File: config.mk
export PLATFORM = sky130hd
export DESIGN_NAME = prefetch_top
export DESIGN_NICKNAME = d
export VERILOG_FILES = /design/src/logic/prefetch_pkg.sv /design/src/logic/fetch_req_if.sv /design/src/logic/fetch_fsm.sv /design/src/logic/fetch_timer.sv /design/src/logic/prefetch_fifo.sv /design/src/logic/prefetch_top.sv /design/src/logic/prefetch_window.sv
export SDC_FILE = /design/constraint.sdc
export NUM_CORES = 1
export LEC_CHECK = 0
export ABC_AREA = 1
export BUFFER_PORTS_ARGS = -buffer_cell sky130_fd_sc_hd__buf_2
export CAP_MARGIN = 10
export CORE_MARGIN = 1
export CORE_UTILIZATION = 40
export CTS_CLUSTER_SIZE = 12
export DETAILED_ROUTE_END_ITERATION = 16
export GPL_ROUTABILITY_DRIVEN = 0
export SLEW_MARGIN = 10
export SYNTH_ARGS = -nofsm -noshare
export SYNTH_HDL_FRONTEND = slang
export SYNTH_SLANG_ARGS = --single-unit
File: constraint.sdc
create_clock -name clk -period 10.5 [get_ports clk]
set_clock_uncertainty 0.15 [all_clocks]
set_input_delay 1.575 -clock clk [delete_from_list [all_inputs] [get_ports clk]]
set_output_delay 1.575 -clock clk [all_outputs]
set_load 0.005 [all_outputs]
File: src/logic/prefetch_pkg.sv
// prefetch package: shared widths, descriptor decode and the state and fault encodings.
package prefetch_pkg;

    // address and data paths are one 32-bit word wide.
    localparam int ADDR_W = 32;
    localparam int DATA_W = 32;

    // granularity flag inside the code-segment descriptor.
    localparam int DESC_G_BIT = 55;

    typedef logic [ADDR_W-1:0] addr_t;
    typedef logic [DATA_W-1:0] word_t;
    typedef logic [63:0]       cs_desc_t;

    // number of valid bytes in one group, 0 to 4.
    typedef logic [2:0] byte_cnt_t;

    // APB read sequencer states.
    typedef enum logic [1:0] {
        FS_IDLE,
        FS_SETUP,
        FS_ACCESS,
        FS_HALT
    } fetch_state_e;

    // reason the fetcher stopped.
    typedef enum logic [1:0] {
        FAULT_NONE,
        FAULT_SLVERR,
        FAULT_TIMEOUT
    } fault_e;

    // segment base is split over two descriptor fields.
    function automatic addr_t desc_base(input cs_desc_t desc);
        return {desc[63:56], desc[39:16]};
    endfunction

    // 20-bit limit, scaled to 4 KiB pages when G is set.
    function automatic addr_t desc_limit(input cs_desc_t desc);
        if (desc[DESC_G_BIT]) begin
            return {desc[51:48], desc[15:0], 12'hfff};
        end
        return {12'd0, desc[51:48], desc[15:0]};
    endfunction

endpackage

File: src/logic/fetch_req_if.sv
// fetch request link: window address and budget out, completed byte count back.
`timescale 1ns/1ps

interface fetch_req_if
    import prefetch_pkg::*;
();

    // current linear address of the next byte to fetch.
    addr_t     address;
    // bytes still allowed before the segment limit.
    addr_t     budget;
    // one-cycle strobe when a group was pushed.
    logic      done;
    // bytes consumed by that group.
    byte_cnt_t done_count;

    // the window owns address and budget.
    modport window (
        output address,
        output budget,
        input  done,
        input  done_count
    );

    // the fetcher reports progress.
    modport fetcher (
        input  address,
        input  budget,
        output done,
        output done_count
    );

endinterface

File: src/logic/fetch_fsm.sv
// fetch sequencer: APB word reads, byte count and alignment, flush discard and fault capture.
`timescale 1ns/1ps

module fetch_fsm
    import prefetch_pkg::*;
#(
    parameter int FIFO_DEPTH = 4
) (
    input  logic        clk,
    input  logic        pr_reset,
    input  logic        flush,
    input  logic [1:0]  cpl,
    fetch_req_if.fetcher req,
    output addr_t       paddr,
    output logic        psel,
    output logic        penable,
    output logic        pprot_priv,
    input  word_t       prdata,
    input  logic        pready,
    input  logic        pslverr,
    output logic        counting,
    input  logic        expired,
    input  logic [2:0]  occupancy,
    output logic        push,
    output word_t       push_data,
    output byte_cnt_t   push_count,
    output logic        fault,
    output fault_e      fault_cause
);

    fetch_state_e state;
    addr_t        paddr_q;
    logic [1:0]   offset_q;
    byte_cnt_t    count_q;
    logic         discard;
    logic         priv_q;
    fault_e       cause_q;
    logic         start;
    byte_cnt_t    avail;
    byte_cnt_t    count_next;
    logic         accept;
    logic         bus_error;

    // bytes left in the word from the current address.
    assign avail = byte_cnt_t'(3'd4 - {1'b0, req.address[1:0]});

    // clip to the segment budget.
    assign count_next = (req.budget < addr_t'(avail)) ? byte_cnt_t'(req.budget) : avail;

    // a flush in idle holds off the start so the new window is used.
    assign start = (state == FS_IDLE) && !flush && (req.budget != '0) &&
                   (cause_q == FAULT_NONE) && (int'(occupancy) < FIFO_DEPTH);

    // completed read that still belongs to the current window.
    assign accept = (state == FS_ACCESS) && pready && !pslverr && !discard &&
                    !flush && (req.budget != '0);

    // errors on discarded transfers are stale and ignored.
    assign bus_error = pready && pslverr && !discard && !flush;

    // APB master outputs come straight from the state.
    assign psel       = (state == FS_SETUP) || (state == FS_ACCESS);
    assign penable    = (state == FS_ACCESS);
    assign paddr      = paddr_q;
    assign pprot_priv = priv_q;

    // the timer runs only while waiting for pready.
    assign counting = (state == FS_ACCESS);

    // first wanted byte lands in lane 0.
    assign push       = accept;
    assign push_data  = prdata >> {offset_q, 3'b000};
    assign push_count = count_q;

    // window advances in the same edge as the push.
    assign req.done       = accept;
    assign req.done_count = count_q;

    assign fault       = (cause_q != FAULT_NONE);
    assign fault_cause = cause_q;

    always_ff @(posedge clk) begin
        if (pr_reset) begin
            state   <= FS_IDLE;
            discard <= 1'b0;
            priv_q  <= 1'b1;
            cause_q <= FAULT_NONE;
        end else begin
            // privilege is reloaded with the window.
            if (flush) begin
                priv_q <= (cpl != 2'd3);
            end
            case (state)
                FS_IDLE: begin
                    if (start) begin
                        state   <= FS_SETUP;
                        discard <= 1'b0;
                    end
                end
                FS_SETUP: begin
                    state <= FS_ACCESS;
                    if (flush) begin
                        discard <= 1'b1;
                    end
                end
                FS_ACCESS: begin
                    // transfer runs to the end on the bus either way.
                    if (flush) begin
                        discard <= 1'b1;
                    end
                    if (pready) begin
                        if (bus_error) begin
                            state   <= FS_HALT;
                            cause_q <= FAULT_SLVERR;
                        end else begin
                            state <= FS_IDLE;
                        end
                    end else if (expired) begin
                        // give up on a hung slave and release psel.
                        state   <= FS_HALT;
                        cause_q <= FAULT_TIMEOUT;
                    end
                end
                FS_HALT: begin
                    // only a new window restarts fetching.
                    if (flush) begin
                        state   <= FS_IDLE;
                        cause_q <= FAULT_NONE;
                    end
                end
                default: begin
                    state <= FS_IDLE;
                end
            endcase
        end
    end

    // transfer address and byte slice, held for the whole transfer.
    always_ff @(posedge clk) begin
        if (start) begin
            paddr_q  <= {req.address[ADDR_W-1:2], 2'b00};
            offset_q <= req.address[1:0];
            count_q  <= count_next;
        end
    end

endmodule

File: src/logic/fetch_timer.sv
// wait-state timer: flags an APB access that runs too long.
`timescale 1ns/1ps

module fetch_timer #(
    parameter int TIMEOUT_CYCLES = 16
) (
    input  logic clk,
    input  logic pr_reset,
    input  logic counting,
    output logic expired
);

    // wide enough to hold the limit itself.
    localparam int CNT_W = $clog2(TIMEOUT_CYCLES + 1);

    logic [CNT_W-1:0] count;

    // access cycles seen so far; saturates at the limit.
    always_ff @(posedge clk) begin
        if (pr_reset) begin
            count <= '0;
        end else if (!counting) begin
            count <= '0;
        end else if (count != CNT_W'(TIMEOUT_CYCLES)) begin
            count <= count + 1'b1;
        end
    end

    // high once the full wait budget has passed without pready.
    assign expired = counting && (count == CNT_W'(TIMEOUT_CYCLES));

endmodule

File: src/logic/prefetch_fifo.sv
// prefetch FIFO: holds byte groups for the decoder and reports occupancy to the fetcher.
`timescale 1ns/1ps

module prefetch_fifo
    import prefetch_pkg::*;
#(
    parameter int FIFO_DEPTH = 4
) (
    input  logic       clk,
    input  logic       pr_reset,
    input  logic       flush,
    input  logic       push,
    input  word_t      push_data,
    input  byte_cnt_t  push_count,
    output logic [2:0] occupancy,
    output logic       out_valid,
    output word_t      out_data,
    output byte_cnt_t  out_count,
    input  logic       out_ready
);

    localparam int PTR_W = (FIFO_DEPTH > 1) ? $clog2(FIFO_DEPTH) : 1;

    word_t      data_mem [FIFO_DEPTH];
    byte_cnt_t  count_mem[FIFO_DEPTH];
    logic [PTR_W-1:0] wr_ptr;
    logic [PTR_W-1:0] rd_ptr;
    logic       do_push;
    logic       do_pop;

    // a push into a full buffer is refused.
    assign do_push = push && (int'(occupancy) < FIFO_DEPTH);
    assign do_pop  = out_valid && out_ready;

    // head of the queue toward the decoder.
    assign out_valid = (occupancy != 3'd0);
    assign out_data  = data_mem[rd_ptr];
    assign out_count = count_mem[rd_ptr];

    // pointers wrap at the depth, which need not be a power of two.
    always_ff @(posedge clk) begin
        if (pr_reset || flush) begin
            // flush drops stale groups.
            wr_ptr    <= '0;
            rd_ptr    <= '0;
            occupancy <= 3'd0;
        end else begin
            if (do_push) begin
                wr_ptr <= (int'(wr_ptr) == FIFO_DEPTH - 1) ? '0 : wr_ptr + 1'b1;
            end
            if (do_pop) begin
                rd_ptr <= (int'(rd_ptr) == FIFO_DEPTH - 1) ? '0 : rd_ptr + 1'b1;
            end
            // simultaneous push and pop leave the level unchanged.
            if (do_push && !do_pop) begin
                occupancy <= occupancy + 3'd1;
            end else if (do_pop && !do_push) begin
                occupancy <= occupancy - 3'd1;
            end
        end
    end

    // storage for data and byte count.
    always_ff @(posedge clk) begin
        if (do_push && !flush) begin
            data_mem[wr_ptr]  <= push_data;
            count_mem[wr_ptr] <= push_count;
        end
    end

endmodule

File: src/logic/prefetch_top.sv
// prefetch top level: code-segment window, APB fetcher, wait timer and decoder FIFO.
`timescale 1ns/1ps

module prefetch_top
    import prefetch_pkg::*;
#(
    parameter int FIFO_DEPTH     = 4,
    parameter int TIMEOUT_CYCLES = 16
) (
    input  logic       clk,
    input  logic       pr_reset,
    // window reload.
    input  logic       flush,
    input  addr_t      eip,
    input  logic [1:0] cpl,
    input  cs_desc_t   cs_desc,
    // APB read master.
    output addr_t      paddr,
    output logic       psel,
    output logic       penable,
    output logic       pprot_priv,
    input  word_t      prdata,
    input  logic       pready,
    input  logic       pslverr,
    // decoder side.
    output logic       out_valid,
    output word_t      out_data,
    output byte_cnt_t  out_count,
    input  logic       out_ready,
    // status.
    output logic       limit_hit,
    output logic       fault,
    output fault_e     fault_cause
);

    logic       counting;
    logic       expired;
    logic [2:0] occupancy;
    logic       push;
    word_t      push_data;
    byte_cnt_t  push_count;

    fetch_req_if req_if ();

    prefetch_window u_window (
        .clk       (clk),
        .pr_reset  (pr_reset),
        .flush     (flush),
        .eip       (eip),
        .cs_desc   (cs_desc),
        .req       (req_if.window),
        .limit_hit (limit_hit)
    );

    fetch_fsm #(
        .FIFO_DEPTH (FIFO_DEPTH)
    ) u_fetch (
        .clk         (clk),
        .pr_reset    (pr_reset),
        .flush       (flush),
        .cpl         (cpl),
        .req         (req_if.fetcher),
        .paddr       (paddr),
        .psel        (psel),
        .penable     (penable),
        .pprot_priv  (pprot_priv),
        .prdata      (prdata),
        .pready      (pready),
        .pslverr     (pslverr),
        .counting    (counting),
        .expired     (expired),
        .occupancy   (occupancy),
        .push        (push),
        .push_data   (push_data),
        .push_count  (push_count),
        .fault       (fault),
        .fault_cause (fault_cause)
    );

    fetch_timer #(
        .TIMEOUT_CYCLES (TIMEOUT_CYCLES)
    ) u_timer (
        .clk      (clk),
        .pr_reset (pr_reset),
        .counting (counting),
        .expired  (expired)
    );

    prefetch_fifo #(
        .FIFO_DEPTH (FIFO_DEPTH)
    ) u_fifo (
        .clk        (clk),
        .pr_reset   (pr_reset),
        .flush      (flush),
        .push       (push),
        .push_data  (push_data),
        .push_count (push_count),
        .occupancy  (occupancy),
        .out_valid  (out_valid),
        .out_data   (out_data),
        .out_count  (out_count),
        .out_ready  (out_ready)
    );

endmodule

File: src/logic/prefetch_window.sv
// code-segment window: tracks linear fetch address, remaining byte budget and limit pulse.
`timescale 1ns/1ps

module prefetch_window
    import prefetch_pkg::*;
(
    input  logic       clk,
    input  logic       pr_reset,
    input  logic       flush,
    input  addr_t      eip,
    input  cs_desc_t   cs_desc,
    fetch_req_if.window req,
    output logic       limit_hit
);

    addr_t linear;
    addr_t budget;
    logic  limit_signaled;
    addr_t cs_base;
    addr_t cs_limit;

    // decode the new descriptor; only used on flush.
    assign cs_base  = desc_base(cs_desc);
    assign cs_limit = desc_limit(cs_desc);

    // window values go straight to the fetcher.
    assign req.address = linear;
    assign req.budget  = budget;

    // first cycle with nothing left, once per flush.
    assign limit_hit = (budget == '0) && !limit_signaled;

    // remaining bytes up to and including the limit byte.
    always_ff @(posedge clk) begin
        if (pr_reset) begin
            budget <= '0;
        end else if (flush) begin
            // eip past the limit leaves nothing to fetch.
            budget <= (cs_limit >= eip) ? cs_limit - eip + addr_t'(1) : '0;
        end else if (req.done) begin
            budget <= budget - addr_t'(req.done_count);
        end
    end

    // linear address advances by the bytes consumed.
    always_ff @(posedge clk) begin
        if (pr_reset) begin
            linear <= '0;
        end else if (flush) begin
            linear <= cs_base + eip;
        end else if (req.done) begin
            linear <= linear + addr_t'(req.done_count);
        end
    end

    // remembers that the pulse for this flush was given.
    always_ff @(posedge clk) begin
        if (pr_reset) begin
            limit_signaled <= 1'b0;
        end else if (flush) begin
            limit_signaled <= 1'b0;
        end else if (limit_hit) begin
            limit_signaled <= 1'b1;
        end
    end

endmodule

==> out/qor.yml <==
setup_path:
  cp-start-kind: "flip-flop"
  path_delay_family: "buffers and inverters"
  critPathRequiredTime_ps: 8780
  cp_cell_sequence: "buf_4 > clkinv_1 > buf_4 > o21ai_0 > o22ai_1 > buf_2"
  critPathKind: "flip-flop to output pin"
  crit_path_max_fanout: 71
  rr_endpoint: "u_fifo.data_mem[3][17]$_DFFE_PP_"
  crit_path_end: "out_data[11]"
  slowest_stage: "clkinv_1"
  endpoint_kind: "output pin"
  worst-path-buf-inv: 4
  path_common_cell: "buf_4"
  worstPathArrival_ps: 3340
  cp.depth: 6
  rr_startpoint: "u_fetch.state[0]$_SDFFE_PP0P_"
  slowest_delay_ps: 840
  reg2regPathDepth: 9
  r2r_slack_ps: 7280
logic_synthesis:
  synthCells: 2477
  synth_area_leader_cell: "edfxtp_1"
  synthArstFlopShare: 0
  synth-edff-count: 175
  ys_warn_count: 0
  synth.avg_cell_area_sq_um: 7.341
  syn_area_sq_um: 18180
  ys_ff_latch: 260
  yosysSeqAreaShare: 0.3826
  synth_top_area_share: 0.2890
  synth_cell_types: 48
  ys.flop_type: "edfxtp_1"
  ys_top_cells_by_area: "edfxtp_1, nand2_1, dfxtp_1, ha_1, inv_1"
pwr:
  powerDensity_nw_per_um2: 152.1
  finalPower_mw: 3.141
  p_int_mw: 2.096
  power_switching_mw: 1.045
  leakagePower_nw: 9.598
  clkPwrFrac: 0.314
  peakVddDrop_uv: 131.5
  combPwrFrac: 0.278
  seqPwrFrac: 0.408
  p_sw_frac: 0.3327
cells_and_area:
  fillers: 4464
  antennaDiodeCount: 0
  utilization: 0.4639
  finalInstanceArea_sq_um: 20650
  final_cell_mix: "nand2_1, inv_1, nor2_1"
  layout-drive-gt1-share: 0.1047
  layout.nets: 2921
  layout_commonest_cell: "nand2_1"
  area_growth_pct: 13.56
  instances_no_fill: 3257
cts:
  cts_made_buffers: 29
  ctsResizeCount: 0
  cts_max_level: 1
  cts.clk_slew.worst_paths_ps: 60
  cts_tree: "built"
  clk_path_buf_depth: 3
  clock_sinks: 260
  clkLatencyLatePin_ps: 560
  clockRootBuffer: "clkbuf_16"
  hold_buffers: 0
  post-cts-setup-buffers: 0
detailed_routing:
  finalWirelength_microns: 52730
  drtPass1Iterations: 6
  vias: 16930
  wl_per_cell_microns: 16.19
  postRouteAntennaNets: 0
  drc_errors: 0
  drt_iter0_drc: 1306
  vias_per_cell: 5.199
placement:
  dp_slack_ps: 5496
  placed_cell_area_sq_um: 19740
  dp.cells: 3208
  dp_hpwl_microns: 39970
  portBuffers: 197
global_routing:
  globalRouteTotalUtil: 0.2241
  grt_max_degree: 79
  grt_pass1_vias: 15930
  antenna_found_initial: 0
  gr-total-overflow: 0
  grt_pass1_wl_microns: 83720
timing:
  finalSetupViolCount: 0
  timing.final.ws_setup_ps: 5434
  fin_crit_sh: 0.4825
  timing.slew.headroom: 0.3455
  finalSetupTns_ps: 0
  rsz0062_at_grt: "no"
  hold_slack_ps: 318.6
  drv_slew: 0
  fin_crit_ps: 5066
  hold_viol: 0
  tightest_slew_ps: 979.4
  fmax_mhz: 197.4
floorplan:
  initial_core_util: 0.4085
  die_y_microns: 215.2
  core_sq_um: 44510
  die_area_sq_um: 46320
  die_x_microns: 215.2
  fp-row-count: 77
  boundaryPins: 211
run:
  cap_violations: 0
outcome:
  status: "finished, final reports clean"
hold_path:
  min_from: "u_timer.count[4]$_SDFFE_PP0P_"
  hp-class: "flip-flop to flip-flop"
-- power by group through the flow --
stage,Sequential [mW],Clock [mW],Combinational [mW]
6_report,1.28,0.987,0.873
5_1_grt,1.29,1.05,0.985
4_1_cts,1.28,1.02,0.866
3_5_place_dp,1.30,0,0.862
3_3_place_gp,1.30,0,0.850
2_1_floorplan,1.29,0,0.580
-- cell type report --
type                            count  area (sq um)  area share
Multi-Input combinational cell   1778          9568      0.4633
Sequential cell                   260          6958      0.3369
Inverter                          367          1378     0.06671
Timing Repair Buffer              211          1091     0.05284
Clock buffer                       37         755.7     0.03660
Tap cell                          592         740.7     0.03587
Clock inverter                     12         158.9    0.007695
-- registers in the layout (all words and copies together) (netlist names), named ones only --
signal,cells
u_fifo.data_mem,128
u_window.req.budget,32
u_fetch.discard,1
u_fifo.count_mem,12
u_timer.count,5
u_fetch.push_count,3
u_fetch.offset_q,2
u_fetch.state,2
u_fifo.wr_ptr,2
u_fetch.paddr,30
u_fetch.pprot_priv,1
u_window.req.address,32
u_fetch.fault_cause,2
u_fifo.occupancy,3
u_window.limit_signaled,1
u_fifo.rd_ptr,2
-- logic make-up (layout without fill, tap and decap cells) --
family                     after synthesis  count (layout)  share of synthesized area
AOI/OAI and AO/OA                      469             469                     0.1369
xor gates and xnor gates                51              51                    0.02456
adders and majority gates              138             138                     0.1036
buffers and inverters                  440             627                    0.09351
DFF                                    260             260                     0.3826
muxes                                    8               8                   0.004404
other                                    1               2                  0.0002062
and+or+nand+nor                       1110            1110                     0.2542
-- metal layers --
layer | routed length [microns] | share of wire | global-route usage | vias up
li1 | - | - | - | 8477
met1 | 24310 | 0.46 | 0.3069 | 7792
met2 | 24160 | 0.46 | 0.3703 | 575
met3 | 2652 | 0.050 | 0.02010 | 89
met4 | 1610 | 0.031 | 0.07636 | 0
met5 | 0 | 0 | 0 | -
-- synthesized netlist by cell type (3+ instances only) --
cell type  count
nand2_1      578
fa_1          21
nand3_1      138
nor3_1        27
or2_2          4
and2_1         3
o31ai_1        5
nand4_1       33
nor2_2         9
nor2_1       284
edfxtp_1     175
xor2_1        38
o21ai_0      208
o21bai_1       8
nand3b_1      16
a21oi_1      162
nor4_1         4
o21a_1         6
o22ai_1       35
dfxtp_1       85
inv_2          5
ha_1         117
buf_2          4
mux2i_1        8
a22oi_1       10
nor3b_1        4
buf_4          3
xnor2_1       13
buf_6          4
a31oi_1        8
clkbuf_1      59
inv_1        360
o21ai_1       22
-- worst min-delay path by stage --
stage	depth (start not counted)	slack (ps)	endpoint
finish	2	320	u_timer.count[4]$_SDFFE_PP0P_
global route	0	340	u_fetch.paddr[2]$_DFFE_PP_
CTS	0	320	u_fetch.paddr[2]$_DFFE_PP_
detailed placement	0	300	u_fetch.paddr[2]$_DFFE_PP_
global placement	2	300	u_timer.count[4]$_SDFFE_PP0P_
floorplan	0	280	u_fetch.paddr[2]$_DFFE_PP_
-- worst reg2reg max path, stage by stage (launching register included) --
cell     delay (ps)
dfxtp_1         330
inv_1           120
ha_1            230
nand2_1          80
nor4_1          390
nand2_4         360
nor2_1          320
inv_1           250
nor2_4          120
buf_4           460
Note: power is estimated with default switching activity, not from simulation.
